### src/hw/load_pkg.sv
/*
  Shared widths, types and load opcodes of the load path.
  Physical address equals virtual address, so there is no translation.
  Only the integer loads LD, LW, LWU, LH, LHU, LB and LBU are known.
  The 12-bit cache index doubles as the page offset for store checks.
*/
package load_pkg;

  // ----------------------------------------
  // widths
  // ----------------------------------------
  localparam int unsigned XLEN       = 64;
  localparam int unsigned ADDR_W     = 32;
  // index covers one 4 KiB page
  localparam int unsigned INDEX_W    = 12;
  // tag is everything above the index
  localparam int unsigned TAG_W      = ADDR_W - INDEX_W;
  // byte position inside one doubleword
  localparam int unsigned OFFSET_W   = 3;
  localparam int unsigned TRANS_ID_W = 3;
  // outstanding loads towards the cache
  localparam int unsigned NR_LDBUF   = 4;
  localparam int unsigned LDBUF_ID_W = 2;

  // ----------------------------------------
  // plain vector types
  // ----------------------------------------
  typedef logic [XLEN-1:0]       xlen_t;
  typedef logic [ADDR_W-1:0]     addr_t;
  typedef logic [INDEX_W-1:0]    index_t;
  typedef logic [TAG_W-1:0]      tag_t;
  typedef logic [OFFSET_W-1:0]   offset_t;
  typedef logic [TRANS_ID_W-1:0] trans_id_t;
  typedef logic [LDBUF_ID_W-1:0] ldbuf_id_t;
  // 0 byte, 1 half, 2 word, 3 doubleword
  typedef logic [1:0]            size_t;
  typedef logic [2:0]            load_op_t;

  // load opcodes
  localparam load_op_t OP_LD  = 3'd0;
  localparam load_op_t OP_LW  = 3'd1;
  localparam load_op_t OP_LWU = 3'd2;
  localparam load_op_t OP_LH  = 3'd3;
  localparam load_op_t OP_LHU = 3'd4;
  localparam load_op_t OP_LB  = 3'd5;
  localparam load_op_t OP_LBU = 3'd6;

  // request FSM of the load controller
  typedef enum logic [2:0] {
    IDLE,
    WAIT_GNT,
    SEND_TAG,
    WAIT_PAGE_OFFSET,
    WAIT_FLUSH
  } ld_state_e;

  // ----------------------------------------
  // size of the cache access for an opcode
  // ----------------------------------------
  function automatic size_t transfer_size(load_op_t op);
    case (op)
      OP_LD:          return 2'd3;
      OP_LW, OP_LWU:  return 2'd2;
      OP_LH, OP_LHU:  return 2'd1;
      // byte loads and unused codes
      default:        return 2'd0;
    endcase
  endfunction

endpackage

### src/hw/load_ctrl.sv
/*
  Request FSM towards the data cache.
  valid_i and its fields must hold steady until pop_ld_o.
  A flush in any state spends one cycle in WAIT_FLUSH with kill and tag valid.
  A load accepted in SEND_TAG overlaps its index phase with the tag phase.
*/
module load_ctrl (
  input  logic                 clk_i,
  input  logic                 rst_ni,
  input  logic                 flush_i,
  // load from the issue stage
  input  logic                 valid_i,
  input  load_pkg::addr_t      vaddr_i,
  input  load_pkg::load_op_t   op_i,
  // store offset conflict and cache grant
  input  logic                 page_offset_matches_i,
  input  logic                 data_gnt_i,
  // back-pressure from the load buffer
  input  logic                 ldbuf_full_i,
  // index phase
  output logic                 data_req_o,
  output load_pkg::index_t     addr_index_o,
  output load_pkg::size_t      data_size_o,
  // tag phase
  output load_pkg::tag_t       addr_tag_o,
  output logic                 tag_valid_o,
  output logic                 kill_req_o,
  // handshakes
  output logic                 pop_ld_o,
  output logic                 ldbuf_we_o
);

  load_pkg::ld_state_e state_d, state_q;
  load_pkg::tag_t      tag_q;
  logic                accept;

  // index and size come straight from the pending load
  assign addr_index_o = vaddr_i[load_pkg::INDEX_W-1:0];
  assign data_size_o  = load_pkg::transfer_size(op_i);

  // new load only with room for its response
  assign accept = valid_i & ~ldbuf_full_i;

  // a granted request is tracked in the buffer
  assign ldbuf_we_o = data_req_o & data_gnt_i;

  // ----------------------------------------
  // request FSM
  // ----------------------------------------
  always_comb begin
    state_d     = state_q;
    data_req_o  = 1'b0;
    tag_valid_o = 1'b0;
    kill_req_o  = 1'b0;
    pop_ld_o    = 1'b0;

    case (state_q)
      // IDLE and SEND_TAG share the accept path
      load_pkg::IDLE,
      load_pkg::SEND_TAG: begin
        // tag of the load granted last cycle
        tag_valid_o = (state_q == load_pkg::SEND_TAG);
        state_d     = load_pkg::IDLE;
        if (accept) begin
          if (!page_offset_matches_i) begin
            data_req_o = 1'b1;
            if (data_gnt_i) begin
              // granted at once, tag follows next cycle
              pop_ld_o = 1'b1;
              state_d  = load_pkg::SEND_TAG;
            end else begin
              state_d = load_pkg::WAIT_GNT;
            end
          end else begin
            // a store to the same offset is still pending
            state_d = load_pkg::WAIT_PAGE_OFFSET;
          end
        end
      end

      // keep asking until the cache takes the request
      load_pkg::WAIT_GNT: begin
        data_req_o = 1'b1;
        if (data_gnt_i) begin
          pop_ld_o = 1'b1;
          state_d  = load_pkg::SEND_TAG;
        end
      end

      // stall until the store unit clears the conflict
      load_pkg::WAIT_PAGE_OFFSET: begin
        if (!page_offset_matches_i) begin
          state_d = load_pkg::WAIT_GNT;
        end
      end

      // kill whatever sits in the tag phase
      load_pkg::WAIT_FLUSH: begin
        kill_req_o  = 1'b1;
        tag_valid_o = 1'b1;
        state_d     = load_pkg::IDLE;
      end

      default: begin
        state_d = load_pkg::IDLE;
      end
    endcase

    // flush wins over every state
    if (flush_i) begin
      state_d = load_pkg::WAIT_FLUSH;
    end
  end

  always_ff @(posedge clk_i or negedge rst_ni) begin
    if (!rst_ni) begin
      state_q <= load_pkg::IDLE;
    end else begin
      state_q <= state_d;
    end
  end

  // ----------------------------------------
  // tag register
  // ----------------------------------------
  // captured on the grant, shown in the following cycle
  always_ff @(posedge clk_i) begin
    if (ldbuf_we_o) begin
      tag_q <= vaddr_i[load_pkg::ADDR_W-1:load_pkg::INDEX_W];
    end
  end

  assign addr_tag_o = tag_q;

endmodule

### src/hw/load_buffer.sv
/*
  Table of outstanding loads, indexed by the cache request id.
  The lowest free entry is offered as the id of the next request.
  A flush marks all entries, including one written in the same cycle.
  Responses to flushed entries free the slot but give no valid_o.
*/
module load_buffer (
  input  logic                 clk_i,
  input  logic                 rst_ni,
  input  logic                 flush_i,
  // write side, on a granted request
  input  logic                 we_i,
  input  load_pkg::trans_id_t  trans_id_i,
  input  load_pkg::offset_t    offset_i,
  input  load_pkg::load_op_t   op_i,
  // response side
  input  logic                 rvalid_i,
  input  load_pkg::ldbuf_id_t  rid_i,
  // status
  output logic                 full_o,
  output load_pkg::ldbuf_id_t  wid_o,
  // entry of the returning response
  output logic                 valid_o,
  output load_pkg::trans_id_t  trans_id_o,
  output load_pkg::offset_t    rd_offset_o,
  output load_pkg::load_op_t   rd_op_o
);

  logic [load_pkg::NR_LDBUF-1:0] valid_d, valid_q;
  logic [load_pkg::NR_LDBUF-1:0] flushed_d, flushed_q;

  // payload per entry
  load_pkg::trans_id_t id_q  [load_pkg::NR_LDBUF];
  load_pkg::offset_t   off_q [load_pkg::NR_LDBUF];
  load_pkg::load_op_t  op_q  [load_pkg::NR_LDBUF];

  load_pkg::ldbuf_id_t free_idx;

  // ----------------------------------------
  // free slot search
  // ----------------------------------------
  // scan from the top, the last free hit is the lowest one
  always_comb begin
    free_idx = '0;
    for (int i = load_pkg::NR_LDBUF - 1; i >= 0; i--) begin
      if (!valid_q[i]) begin
        free_idx = load_pkg::ldbuf_id_t'(i);
      end
    end
  end

  assign wid_o  = free_idx;
  // no free slot left, controller holds off
  assign full_o = &valid_q;

  // ----------------------------------------
  // valid and flushed flags
  // ----------------------------------------
  always_comb begin
    valid_d   = valid_q;
    flushed_d = flushed_q;
    // response retires its entry
    if (rvalid_i) begin
      valid_d[rid_i] = 1'b0;
    end
    // new entry starts clean
    if (we_i) begin
      valid_d[free_idx]   = 1'b1;
      flushed_d[free_idx] = 1'b0;
    end
    // applied last so it also covers the entry written now
    if (flush_i) begin
      flushed_d = '1;
    end
  end

  always_ff @(posedge clk_i or negedge rst_ni) begin
    if (!rst_ni) begin
      valid_q   <= '0;
      flushed_q <= '0;
    end else begin
      valid_q   <= valid_d;
      flushed_q <= flushed_d;
    end
  end

  // payload write
  always_ff @(posedge clk_i) begin
    if (we_i) begin
      id_q[free_idx]  <= trans_id_i;
      off_q[free_idx] <= offset_i;
      op_q[free_idx]  <= op_i;
    end
  end

  // ----------------------------------------
  // response lookup
  // ----------------------------------------
  // read in the cycle the response arrives
  assign trans_id_o  = id_q[rid_i];
  assign rd_offset_o = off_q[rid_i];
  assign rd_op_o     = op_q[rid_i];

  // only live, unflushed entries produce a result
  assign valid_o = rvalid_i & valid_q[rid_i] & ~flushed_q[rid_i];

endmodule

### src/hw/load_align.sv
/*
  Realigns the returned doubleword and extends it by opcode.
  Purely combinational. Offsets must keep the field inside the doubleword.
  The sign bit is picked from the raw data in parallel with the shift.
*/
module load_align (
  input  load_pkg::xlen_t     rdata_i,
  input  load_pkg::offset_t   offset_i,
  input  load_pkg::load_op_t  op_i,
  output load_pkg::xlen_t     result_o
);

  localparam int unsigned NR_BYTES = load_pkg::XLEN / 8;

  load_pkg::xlen_t         shifted;
  logic [NR_BYTES-1:0]     sign_bits;
  load_pkg::offset_t       sign_idx;
  logic                    is_signed;
  logic                    sign_bit;

  // move the addressed byte down to bit 0
  assign shifted = rdata_i >> {offset_i, 3'b000};

  // ----------------------------------------
  // parallel sign selection
  // ----------------------------------------
  // top bit of every byte lane
  for (genvar i = 0; i < NR_BYTES; i++) begin : gen_sign_bits
    assign sign_bits[i] = rdata_i[i*8+7];
  end

  // lane holding the last byte of the loaded field
  always_comb begin
    case (op_i)
      load_pkg::OP_LW: sign_idx = offset_i + 3'd3;
      load_pkg::OP_LH: sign_idx = offset_i + 3'd1;
      default:         sign_idx = offset_i;
    endcase
  end

  assign is_signed = (op_i == load_pkg::OP_LW) ||
                     (op_i == load_pkg::OP_LH) ||
                     (op_i == load_pkg::OP_LB);

  // unsigned loads pull the fill to zero
  assign sign_bit = is_signed & sign_bits[sign_idx];

  // ----------------------------------------
  // result mux
  // ----------------------------------------
  always_comb begin
    case (op_i)
      load_pkg::OP_LW, load_pkg::OP_LWU:
        result_o = {{(load_pkg::XLEN-32){sign_bit}}, shifted[31:0]};
      load_pkg::OP_LH, load_pkg::OP_LHU:
        result_o = {{(load_pkg::XLEN-16){sign_bit}}, shifted[15:0]};
      load_pkg::OP_LB, load_pkg::OP_LBU:
        result_o = {{(load_pkg::XLEN-8){sign_bit}}, shifted[7:0]};
      // LD passes the full doubleword
      default:
        result_o = shifted;
    endcase
  end

endmodule

### src/hw/load_unit.sv
/*
  Load path of the load/store unit, one load accepted at a time.
  Index goes out in the request cycle, tag one cycle after the grant.
  Up to four loads outstanding, responses may return in any order.
  The result has no ready, so the consumer must take valid_o at once.
*/
module load_unit (
  input  logic                  clk_i,
  input  logic                  rst_ni,
  // issue side
  input  logic                  flush_i,
  input  logic                  valid_i,
  input  load_pkg::addr_t       vaddr_i,
  input  load_pkg::load_op_t    op_i,
  input  load_pkg::trans_id_t   trans_id_i,
  output logic                  pop_ld_o,
  // store address check
  output load_pkg::index_t      page_offset_o,
  input  logic                  page_offset_matches_i,
  // cache request
  output logic                  data_req_o,
  input  logic                  data_gnt_i,
  output load_pkg::index_t      addr_index_o,
  output load_pkg::tag_t        addr_tag_o,
  output load_pkg::size_t       data_size_o,
  output load_pkg::ldbuf_id_t   data_id_o,
  output logic                  tag_valid_o,
  output logic                  kill_req_o,
  // cache response
  input  logic                  data_rvalid_i,
  input  load_pkg::ldbuf_id_t   data_rid_i,
  input  load_pkg::xlen_t       data_rdata_i,
  // result
  output logic                  valid_o,
  output load_pkg::trans_id_t   trans_id_o,
  output load_pkg::xlen_t       result_o
);

  logic                ldbuf_full;
  logic                ldbuf_we;
  load_pkg::offset_t   rd_offset;
  load_pkg::load_op_t  rd_op;

  // page offset for the store unit, no translation in between
  assign page_offset_o = vaddr_i[load_pkg::INDEX_W-1:0];

  // ----------------------------------------
  // request side
  // ----------------------------------------
  load_ctrl u_ctrl (
    .clk_i                 (clk_i),
    .rst_ni                (rst_ni),
    .flush_i               (flush_i),
    .valid_i               (valid_i),
    .vaddr_i               (vaddr_i),
    .op_i                  (op_i),
    .page_offset_matches_i (page_offset_matches_i),
    .data_gnt_i            (data_gnt_i),
    .ldbuf_full_i          (ldbuf_full),
    .data_req_o            (data_req_o),
    .addr_index_o          (addr_index_o),
    .data_size_o           (data_size_o),
    .addr_tag_o            (addr_tag_o),
    .tag_valid_o           (tag_valid_o),
    .kill_req_o            (kill_req_o),
    .pop_ld_o              (pop_ld_o),
    .ldbuf_we_o            (ldbuf_we)
  );

  // ----------------------------------------
  // outstanding loads
  // ----------------------------------------
  // free slot index doubles as the cache request id
  load_buffer u_buf (
    .clk_i       (clk_i),
    .rst_ni      (rst_ni),
    .flush_i     (flush_i),
    .we_i        (ldbuf_we),
    .trans_id_i  (trans_id_i),
    .offset_i    (vaddr_i[load_pkg::OFFSET_W-1:0]),
    .op_i        (op_i),
    .rvalid_i    (data_rvalid_i),
    .rid_i       (data_rid_i),
    .full_o      (ldbuf_full),
    .wid_o       (data_id_o),
    .valid_o     (valid_o),
    .trans_id_o  (trans_id_o),
    .rd_offset_o (rd_offset),
    .rd_op_o     (rd_op)
  );

  // ----------------------------------------
  // result realign and extend
  // ----------------------------------------
  load_align u_align (
    .rdata_i  (data_rdata_i),
    .offset_i (rd_offset),
    .op_i     (rd_op),
    .result_o (result_o)
  );

endmodule

### config.mk
export PLATFORM = sky130hd
export DESIGN_NAME = load_unit
export DESIGN_NICKNAME = d
export VERILOG_FILES = /design/src/hw/load_pkg.sv /design/src/hw/load_ctrl.sv /design/src/hw/load_buffer.sv /design/src/hw/load_align.sv /design/src/hw/load_unit.sv
export SDC_FILE = /design/constraint.sdc
export NUM_CORES = 1
export LEC_CHECK = 0
export BUFFER_PORTS_ARGS = -buffer_cell sky130_fd_sc_hd__buf_2
export CAP_MARGIN = 10
export CORE_MARGIN = 1
export CORE_UTILIZATION = 30
export CTS_CLUSTER_SIZE = 8
export DETAILED_ROUTE_END_ITERATION = 6
export PLACE_DENSITY_LB_ADDON = 0.2
export SETUP_SLACK_MARGIN = 0.02
export SYNTH_ARGS = -nofsm -noshare
export SYNTH_HDL_FRONTEND = slang
export SYNTH_HIERARCHICAL = 1
export SYNTH_SLANG_ARGS = --single-unit
### constraint.sdc
create_clock -name clk_i -period 3.96 [get_ports clk_i]
set_input_delay 0.198 -clock clk_i [delete_from_list [all_inputs] [get_ports clk_i]]
set_output_delay 0.198 -clock clk_i [all_outputs]
set_load 0.1 [all_outputs]
==> results of run 1 <==
## placed cells by master (no fill, tap or decap), types with 12 or more instances in the layout
| master | count |
|---|---|
| a21oi_1 | 58 |
| buf_12 | 41 |
| buf_2 | 159 |
| buf_4 | 20 |
| edfxtp_1 | 56 |
| mux2_2 | 26 |
| mux2i_1 | 28 |
| mux4_2 | 12 |
| nand2_1 | 58 |
| nand2b_1 | 13 |
| nor2_1 | 42 |
| nor2b_1 | 13 |
| o21ai_0 | 20 |
## per-stage QoR
stage	util, %	hold slack [ps]	instance area (um2)	std cells	setup WS, ps
floorplan	-	-97.6	5280	524	177
global placement	40.1	82.1	6910	905	183
detailed placement	40.1	88.9	6910	905	64.9
CTS	42.0	29.2	7240	922	61.4
global route	42.1	23.1	7260	922	24.0
finish	42.1	46.7	7260	922	240
## worst min path at each step
stage / end / slack [ps] / from
3_5_place_dp: u_buf/flushed_q[2] / 90 / rst_ni
3_3_place_gp: u_buf/flushed_q[2] / 80 / rst_ni
2_1_floorplan: u_buf/flushed_q[0] / -100 / rst_ni
6_report: u_ctrl/addr_tag_o[16] / 50 / vaddr_i[28]
4_1_cts: u_ctrl/addr_tag_o[16] / 30 / vaddr_i[28]
5_1_grt: u_ctrl/addr_tag_o[16] / 20 / vaddr_i[28]
## repair_timing
| item | CTS | global route |
|---|---|---|
| endpoints found under the setup margin | 1 | 16 |
| hold buffers | 1 | 0 |
| resized for setup | 1 | 5 |
| hold endpoints to repair | 11 | 0 |
## sequential cells by signal, summed over array words and instances (netlist names)
register,cells
u_buf/valid_q,4
u_buf/off_q,12
u_buf/flushed_q,4
u_buf/id_q,12
u_ctrl/state_q,3
u_ctrl/addr_tag_o,20
u_buf/op_q,12
## synthesized netlist by cell type, types with 6 or more instances
cell | n | area (um2)
mux2_2 | 26 | 293
o21ai_0 | 20 | 100
a222oi_1 | 8 | 80.1
nor2b_1 | 13 | 81.3
o211ai_1 | 10 | 75.1
o211ai_2 | 11 | 138
inv_1 | 7 | 26.3
dfrtp_1 | 11 | 275
mux2_1 | 6 | 67.6
clkbuf_1 | 6 | 22.5
nand2b_1 | 13 | 81.3
a21oi_1 | 58 | 290
mux4_2 | 12 | 270
mux2i_1 | 28 | 280
buf_2 | 21 | 105
a211oi_1 | 9 | 67.6
nand2_1 | 58 | 218
edfxtp_1 | 56 | 1680
buf_4 | 33 | 248
nor2_1 | 42 | 158
## logic make-up after synthesis
| family | share of synthesized area [%] |
|---|---|
| mux | 19.7 |
| flops | 37.1 |
| compound gates | 18.8 |
| buf+inv | 8.99 |
| xor+xnor | 0.664 |
| fa+ha+maj | 0.379 |
| simple gates | 14.4 |
## power by group through the flow
stage	Combinational, W	Sequential, W	Clock [W]
after CTS	0.00175	0.000793	0.000828
after floorplan	0.00130	0.000836	0
after global placement	0.00174	0.000806	0
final	0.00175	0.000793	0.000799
after global routing	0.00182	0.000795	0.000855
after detailed placement	0.00175	0.000806	0
## worst register-to-register path, delay by kind of cell (launching register included)
kind	cells	cell delay, ps
compound gates	1	190
buf+inv	1	230
flops	1	460
simple gates	6	1610
## per-layer routing
metal | global-route usage [%] | up-vias
met3 | 3.08 | 20
met1 | 23.7 | 2249
li1 | - | 2271
met5 | 0 | -
met2 | 30.7 | 216
met4 | 7.12 | 0
## layout make-up
cell class              count  share of cell area [%]
clock inverters             5                   0.845
inverters                   8                   0.414
well taps                 225                    3.88
flip-flops and latches     67                    27.0
clock buffers              11                    3.48
repair buffers            225                    24.9
multi-input cells         381                    39.5
==> results.py, run 1 <==
metrics = {
    "critical_path": {
        "crit_buf_inv": 2,
        "cpPeakStageDelay_ps": 720,
        "crit_path_max_fanout": 8,
        "r2r_cells": 8,
        "crit_chain": "mux4_1 > nand2_1 > nor2_1 > fa_1 > inv_1 > o211ai_1 > a31oi_1 > o21ai_1 > nand2_1 > buf_12",
        "r2r-end": "u_buf/off_q[2][2]",
        "worst_setup_path_end_kind": "output pin",
        "cpLargestDelayFamily": "compound AO/OA/AOI/OAI gates",
        "cp-startpoint": "u_buf/op_q[2][0]",
        "worst_path_max_delay_cell": "o21ai_1",
        "crit_top_cell": "nand2_1",
        "worstPathArrival_ps": 3520,
        "crit_path_start_kind": "flip-flop",
        "required_ps": 3760,
        "endpoint": "result_o[10]",
        "critPathKind": "flip-flop to output pin",
        "worstSetupPathDepth": 10,
        "r2r_start": "u_buf/valid_q[2]",
        "reg2reg_slack_ps": 1170,
    },
    "hold_path": {
        "min_path_type": "primary input to flip-flop",
        "holdPathStages": 1,
    },
    "finish": {
        "nets": 804,
        "area_delta_synth_final_pct": 37.6,
        "diodes": 0,
        "n_fill_cell": 1669,
        "drive_above_1_share_pct": 43.2,
        "multiInputGateArea_um2": 2870,
        "seqCellArea_um2": 1960,
    },
    "grt": {
        "grt_pass1_vias": 4554,
        "grt_overflow": 0,
        "grt_pass1_wl_mm": 25.5,
        "global_route.usage.total_pct": 18.4,
        "grt_max_degree": 73,
        "antenna_found_initial": 0,
    },
    "floorplanning": {
        "die_area_um2": 18100,
        "io_pins": 231,
        "start_util_pct": 30.6,
        "die_h_um": 135,
        "rows": 48,
        "fp.dieW_um": 135,
        "core_area_um2": 17200,
    },
    "pwr": {
        "power.internal_w": 0.00180,
        "power.density_nw_per_um2": 461,
        "clock_power_share_pct": 23.9,
        "combPwrFrac_pct": 52.4,
        "power_w": 0.00334,
        "vdd_drop_max_mv": 0.302,
        "p_sw_w": 0.00155,
        "seqPwrFrac_pct": 23.7,
        "netSwitchingFraction_pct": 46.2,
        "p_leak_nw": 3.15,
    },
    "sta": {
        "finalSetupTns_ps": 0,
        "fmaxAchievable_mhz": 269,
        "finalSetupViolations": 0,
        "hold_viol": 0,
        "maxSlewViolCount": 0,
        "fin_crit_ps": 3720,
        "finalCritPeriodShare_pct": 94.0,
        "grt_setup_unrepaired": "no",
        "worst_pin_slew_ps": 991,
        "skew_ps": 5.09,
        "slew_headroom_pct": 33.6,
    },
    "drt": {
        "wl_mm": 16.8,
        "drcViolationCount": 0,
        "drtIter0Drc": 347,
        "drt-met1-wl_mm": 7.16,
        "firstDrtPassIters": 6,
        "detail_route.vias_per_cell": 5.16,
        "top_layer": "met4",
        "vias": 4756,
        "wl_per_cell_um": 18.2,
        "route.met2.wl_mm": 8.07,
        "dr_wl_met3_mm": 1.14,
        "ant_nets": 0,
    },
    "clocking": {
        "ctsLongestPathBuffers": 2,
        "clock_latency_ps": 330,
        "cts_tree": "done",
        "htreeDepth": 3,
        "cts.clk_slew.worst_paths_ps": 50,
        "numCtsBuffers": 9,
        "postCtsSetupRepairBufs": 0,
        "clock_sinks": 67,
        "ctsRootBufferMaster": "clkbuf_16",
    },
    "synth": {
        "synth.cell_area_um2": 5280,
        "syn_avg_cell_area_um2": 10.1,
        "synth-seq-cells": 67,
        "syn_inst": 524,
        "synthArstFlopShare_pct": 16.4,
        "syn-num-nets": 636,
        "yosys_warnings": 6,
        "synthFlopType": "edfxtp_1",
        "synthDistinctLibCells": 59,
        "ys_seq_area_share_pct": 37.1,
        "synth_edf_count": 56,
    },
    "placed_design": {
        "dpl.hpwl_mm": 12.8,
        "port_buffers": 203,
        "place.gp.congestion": 0.904,
    },
    "flow_run": {
        "drv_cap": 0,
    },
    "outcome": {
        "status": "completed",
    },
}
No activity file was read; power rests on OpenSTA's default activity.
==> run 2, diff against run 1 <==
- CELL_PAD_IN_SITES_DETAIL_PLACEMENT: default -> 2
- CELL_PAD_IN_SITES_GLOBAL_PLACEMENT: default -> 2
- CORE_UTILIZATION: 30 -> 28
- SETUP_SLACK_MARGIN: 0.02 -> 0.3
==> results.py, run 2 (same netlist as run 1, synthesis figures left out) <==
metrics = {
    "pwr": {
        "vdd_drop_max_mv": 0.307,
        "power.density_nw_per_um2": 464,
        "p_leak_nw": 3.18,
    },
    "sta": {
        "setup_ws_ps": 445,
        "slew_headroom_pct": 39.2,
        "fmaxAchievable_mhz": 284,
        "fin_crit_ps": 3520,
        "finalSetupTns_ps": 0,
        "grt_setup_unrepaired": "yes",
        "skew_ps": 8.94,
        "finalCritPeriodShare_pct": 88.8,
        "finalSetupViolations": 0,
        "hold_viol": 0,
        "maxSlewViolCount": 0,
        "worst_pin_slew_ps": 909,
    },
    "clocking": {
        "cts_tree": "done",
        "ctsLongestPathBuffers": 2,
        "clock_latency_ps": 340,
        "htreeDepth": 3,
        "ctsRootBufferMaster": "clkbuf_16",
        "cts.clk_slew.worst_paths_ps": 60,
        "numCtsBuffers": 9,
        "clock_sinks": 67,
    },
    "grt": {
        "grt_max_degree": 63,
        "grt_overflow": 0,
        "grt_pass1_vias": 5309,
        "global_route.usage.total_pct": 21.1,
        "antenna_found_initial": 0,
        "grt_pass1_wl_mm": 31.5,
    },
    "floorplanning": {
        "start_util_pct": 29.0,
        "fp.dieW_um": 139,
        "core_area_um2": 18200,
        "die_h_um": 139,
        "rows": 49,
        "die_area_um2": 19400,
        "io_pins": 231,
    },
    "placed_design": {
        "place.gp.congestion": 0.823,
        "dp_slack_ps": 309,
        "dpl.hpwl_mm": 15.7,
        "port_buffers": 203,
    },
    "drt": {
        "wl_per_cell_um": 22.0,
        "firstDrtPassIters": 5,
        "drcViolationCount": 0,
        "vias": 4888,
        "top_layer": "met4",
        "drtIter0Drc": 220,
        "ant_nets": 0,
        "dr_wl_met3_mm": 1.31,
        "detail_route.vias_per_cell": 5.24,
        "route.met2.wl_mm": 9.99,
        "drt-met1-wl_mm": 9.01,
        "wl_mm": 20.5,
    },
    "critical_path": {
        "crit_path_max_fanout": 16,
        "worstSetupPathDepth": 12,
        "r2r_cells": 8,
        "worst_path_max_delay_cell": "fa_2",
        "crit_buf_inv": 4,
        "cpLargestDelayFamily": "buffers and inverters",
        "critPathKind": "flip-flop to output pin",
        "crit_path_start_kind": "flip-flop",
        "crit_chain": "mux4_1 > nand2_1 > nor2_2 > fa_2 > inv_1 > o211ai_1 > a31oi_4 > o211ai_1 > buf_4 > clkbuf_8 > nand2_1 > buf_12",
        "worst_setup_path_end_kind": "output pin",
        "cpPeakStageDelay_ps": 570,
        "required_ps": 3760,
        "worstPathArrival_ps": 3320,
    },
    "finish": {
        "diodes": 0,
        "area_delta_synth_final_pct": 39.5,
        "drive_above_1_share_pct": 44.2,
        "nets": 810,
        "layout_commonest_cell": "buf_2",
        "fin_util_pct": 40.4,
        "final_cell_mix": "buf_2 (147), nand2_1 (58), a21oi_1 (58)",
        "largest_register_ffs": 20,
        "n_fill_cell": 1957,
    },
    "hold_path": {
        "holdPathStages": 1,
        "min_path_type": "primary input to flip-flop",
    },
    "outcome": {
        "status": "completed",
    },
    "flow_run": {
        "drv_cap": 0,
    },
}
## run 2: final cells by class
type | count | area (um2) | share of cell area [%]
Clock buffer | 10 | 229 | 3.11
Sequential cell | 67 | 1960 | 26.6
Inverter | 8 | 30.0 | 0.408
Timing Repair Buffer | 231 | 1900 | 25.8
Multi-Input combinational cell | 381 | 2890 | 39.2
Tap cell | 229 | 287 | 3.89
Clock inverter | 6 | 73.8 | 1.00
## run 2: layer usage
layer	up-vias	track usage [%]
li1	2280	-
met1	2439	27.4
met4	0	5.09
met5	-	0
met2	155	35.7
met3	14	4.37
## run 2: where the power goes
group / total [W] / switching, W / internal [W]
combinational: 0.00182 / 0.00130 / 0.000517
sequential: 0.000795 / 0.0000126 / 0.000782
clock: 0.000802 / 0.000309 / 0.000494
total: 0.00341 / 0.00162 / 0.00179
## run 2: worst paths after layout
kind	startpoint	to	slack, ps
min in group asynchronous	rst_ni	u_buf/valid_q[2]	270
max in group asynchronous	rst_ni	u_ctrl/state_q[0]	3470
worst min-delay path	vaddr_i[19]	u_ctrl/addr_tag_o[7]	40
worst max-delay path	u_buf/op_q[1][0]	result_o[60]	440
worst min register to register	u_buf/flushed_q[1]	u_buf/flushed_q[1]	500
worst max register to register	u_buf/valid_q[2]	u_buf/id_q[1][0]	1240
## run 2: through the flow
| step | cell area [um2] | cells | hold WS [ps] | total power (W) |
|---|---|---|---|---|
| 2_1_floorplan | 5290 | 524 | -97.6 | 0.00214 |
| 3_3_place_gp | 6950 | 913 | 90.0 | 0.00258 |
| 3_5_place_dp | 6950 | 913 | 86.8 | 0.00260 |
| 4_1_cts | 7270 | 930 | 23.5 | 0.00341 |
| 5_1_grt | 7360 | 932 | 27.7 | 0.00352 |
| 6_report | 7360 | 932 | 36.8 | 0.00341 |
## run 2: what timing repair did
action,in CTS,in global routing
endpoints found under the setup margin,1,48
hold endpoints to repair,11,0
pin swaps,0,1
hold buffers,1,0
buffers inserted,0,1
resized for setup,1,34
gates cloned,0,1
==> run 3, diff against run 2 <==
- CELL_PAD_IN_SITES_DETAIL_PLACEMENT: 2 -> 0
- CELL_PAD_IN_SITES_GLOBAL_PLACEMENT: 2 -> 1
- CORE_UTILIZATION: 28 -> 30
- SLEW_MARGIN: default -> 10
==> results.py, run 3 (same netlist as run 1, synthesis figures left out) <==
metrics = {
    "outcome": {
        "status": "completed",
    },
    "finish": {
        "fin_util_pct": 42.1,
        "final_cell_mix": "buf_2 (153), nand2_1 (58), a21oi_1 (58)",
        "drive_above_1_share_pct": 43.6,
        "layout_commonest_cell": "buf_2",
        "largest_register_ffs": 20,
        "area_delta_synth_final_pct": 37.5,
        "nets": 807,
        "n_fill_cell": 1704,
        "diodes": 0,
    },
    "floorplanning": {
        "rows": 48,
        "io_pins": 231,
        "core_area_um2": 17200,
        "die_h_um": 135,
        "start_util_pct": 30.6,
        "die_area_um2": 18100,
        "fp.dieW_um": 135,
    },
    "drt": {
        "firstDrtPassIters": 5,
        "route.met2.wl_mm": 8.25,
        "wl_per_cell_um": 18.6,
        "drtIter0Drc": 283,
        "vias": 4763,
        "dr_wl_met3_mm": 1.08,
        "wl_mm": 17.2,
        "drcViolationCount": 0,
        "drt-met1-wl_mm": 7.52,
        "ant_nets": 0,
        "top_layer": "met4",
        "detail_route.vias_per_cell": 5.15,
    },
    "sta": {
        "slew_headroom_pct": 43.6,
        "hold_viol": 0,
        "fmaxAchievable_mhz": 283,
        "finalSetupTns_ps": 0,
        "worst_pin_slew_ps": 844,
        "finalCritPeriodShare_pct": 89.2,
        "maxSlewViolCount": 0,
        "skew_ps": 3.10,
        "whs_ps": 44.1,
        "finalSetupViolations": 0,
        "fin_crit_ps": 3530,
        "grt_setup_unrepaired": "no",
    },
    "grt": {
        "antenna_found_initial": 0,
        "global_route.usage.total_pct": 18.8,
        "grt_overflow": 0,
        "grt_pass1_vias": 4677,
        "grt_max_degree": 68,
        "grt_pass1_wl_mm": 26.3,
    },
    "critical_path": {
        "crit_chain": "mux4_1 > nand2_1 > nor2_1 > fa_1 > nor2_1 > a32o_1 > nor2_1 > nand3_2 > buf_4 > o211ai_2 > buf_2",
        "crit_path_max_fanout": 16,
        "cpPeakStageDelay_ps": 560,
        "crit_top_cell": "nor2_1",
        "required_ps": 3760,
        "worstPathArrival_ps": 3340,
        "worst_path_max_delay_cell": "fa_1",
        "crit_path_start_kind": "flip-flop",
        "critPathKind": "flip-flop to output pin",
        "worst_setup_path_end_kind": "output pin",
    },
    "pwr": {
        "power.density_nw_per_um2": 453,
        "p_leak_nw": 3.14,
        "vdd_drop_max_mv": 0.339,
    },
    "clocking": {
        "cts.clk_slew.worst_paths_ps": 60,
        "numCtsBuffers": 9,
        "ctsLongestPathBuffers": 2,
        "clock_sinks": 67,
        "clock_latency_ps": 330,
        "cts_tree": "done",
        "htreeDepth": 3,
        "ctsRootBufferMaster": "clkbuf_16",
    },
    "placed_design": {
        "port_buffers": 203,
        "place.gp.congestion": 0.878,
        "dpl.hpwl_mm": 13.2,
    },
    "flow_run": {
        "drv_cap": 0,
    },
    "hold_path": {
        "min_path_type": "primary input to flip-flop",
    },
}
-- run 3: per-stage QoR --
step | worst slack (ps) | cell area (um2) | cells | total power [W]
2_1_floorplan | 425 | 5290 | 524 | 0.00214
3_3_place_gp | 282 | 6910 | 906 | 0.00256
3_5_place_dp | 199 | 6910 | 906 | 0.00257
4_1_cts | 336 | 7220 | 925 | 0.00330
5_1_grt | 294 | 7260 | 925 | 0.00341
6_report | 426 | 7260 | 925 | 0.00329
-- run 3: critical path, delay by kind of cell (launching register included) --
family | cells | cell delay, ps
buffers and inverters | 2 | 660
AOI/OAI and AO/OA | 2 | 380
muxes | 1 | 530
and+or+nand+nor | 5 | 490
DFF | 1 | 370
adders and majority gates | 1 | 560
-- run 3: final timing paths --
kind                                    start               endpoint  slack (ps)  cells after the start
setup reg to reg             u_buf/valid_q[2]       u_buf/id_q[2][2]         990                      7
hold / removal                    vaddr_i[22]  u_ctrl/addr_tag_o[10]          40                      1
setup / recovery             u_buf/op_q[1][1]           result_o[25]         430                     11
min in group asynchronous              rst_ni     u_buf/flushed_q[3]         260                      2
hold reg to reg            u_buf/flushed_q[1]     u_buf/flushed_q[1]         480                      1
max in group asynchronous              rst_ni      u_ctrl/state_q[0]        3490                      2
-- run 3: area by class of cell --
type	instances	area, um2	area share (%)
repair buffers	228	1840	25.3
multi-input cells	381	2870	39.6
clock buffers	9	225	3.10
clock inverters	7	52.6	0.724
well taps	225	282	3.88
flip-flops and latches	67	1960	27.0
inverters	8	30.0	0.414
-- run 3: power breakdown --
| part | leakage (nW) | switching, W | internal (W) |
|---|---|---|---|
| sequential | 0.635 | 0.0000108 | 0.000782 |
| clock | 0.136 | 0.000299 | 0.000427 |
| combinational | 2.37 | 0.00127 | 0.000502 |
| total | 3.14 | 0.00158 | 0.00171 |
-- run 3: per-layer routing --
layer / track usage, % / vias up
li1: - / 2281
met1: 24.6 / 2264
met2: 31.2 / 201
met3: 3.30 / 17
met4: 6.49 / 0
met5: 0 / -
-- run 3: what timing repair did --
action / CTS / global route
resized for setup: 2 / 11
hold buffers: 1 / 0
pin swaps: 1 / 0
buffers inserted: 2 / 0
hold endpoints to repair: 11 / 0
endpoints found under the setup margin: 20 / 20
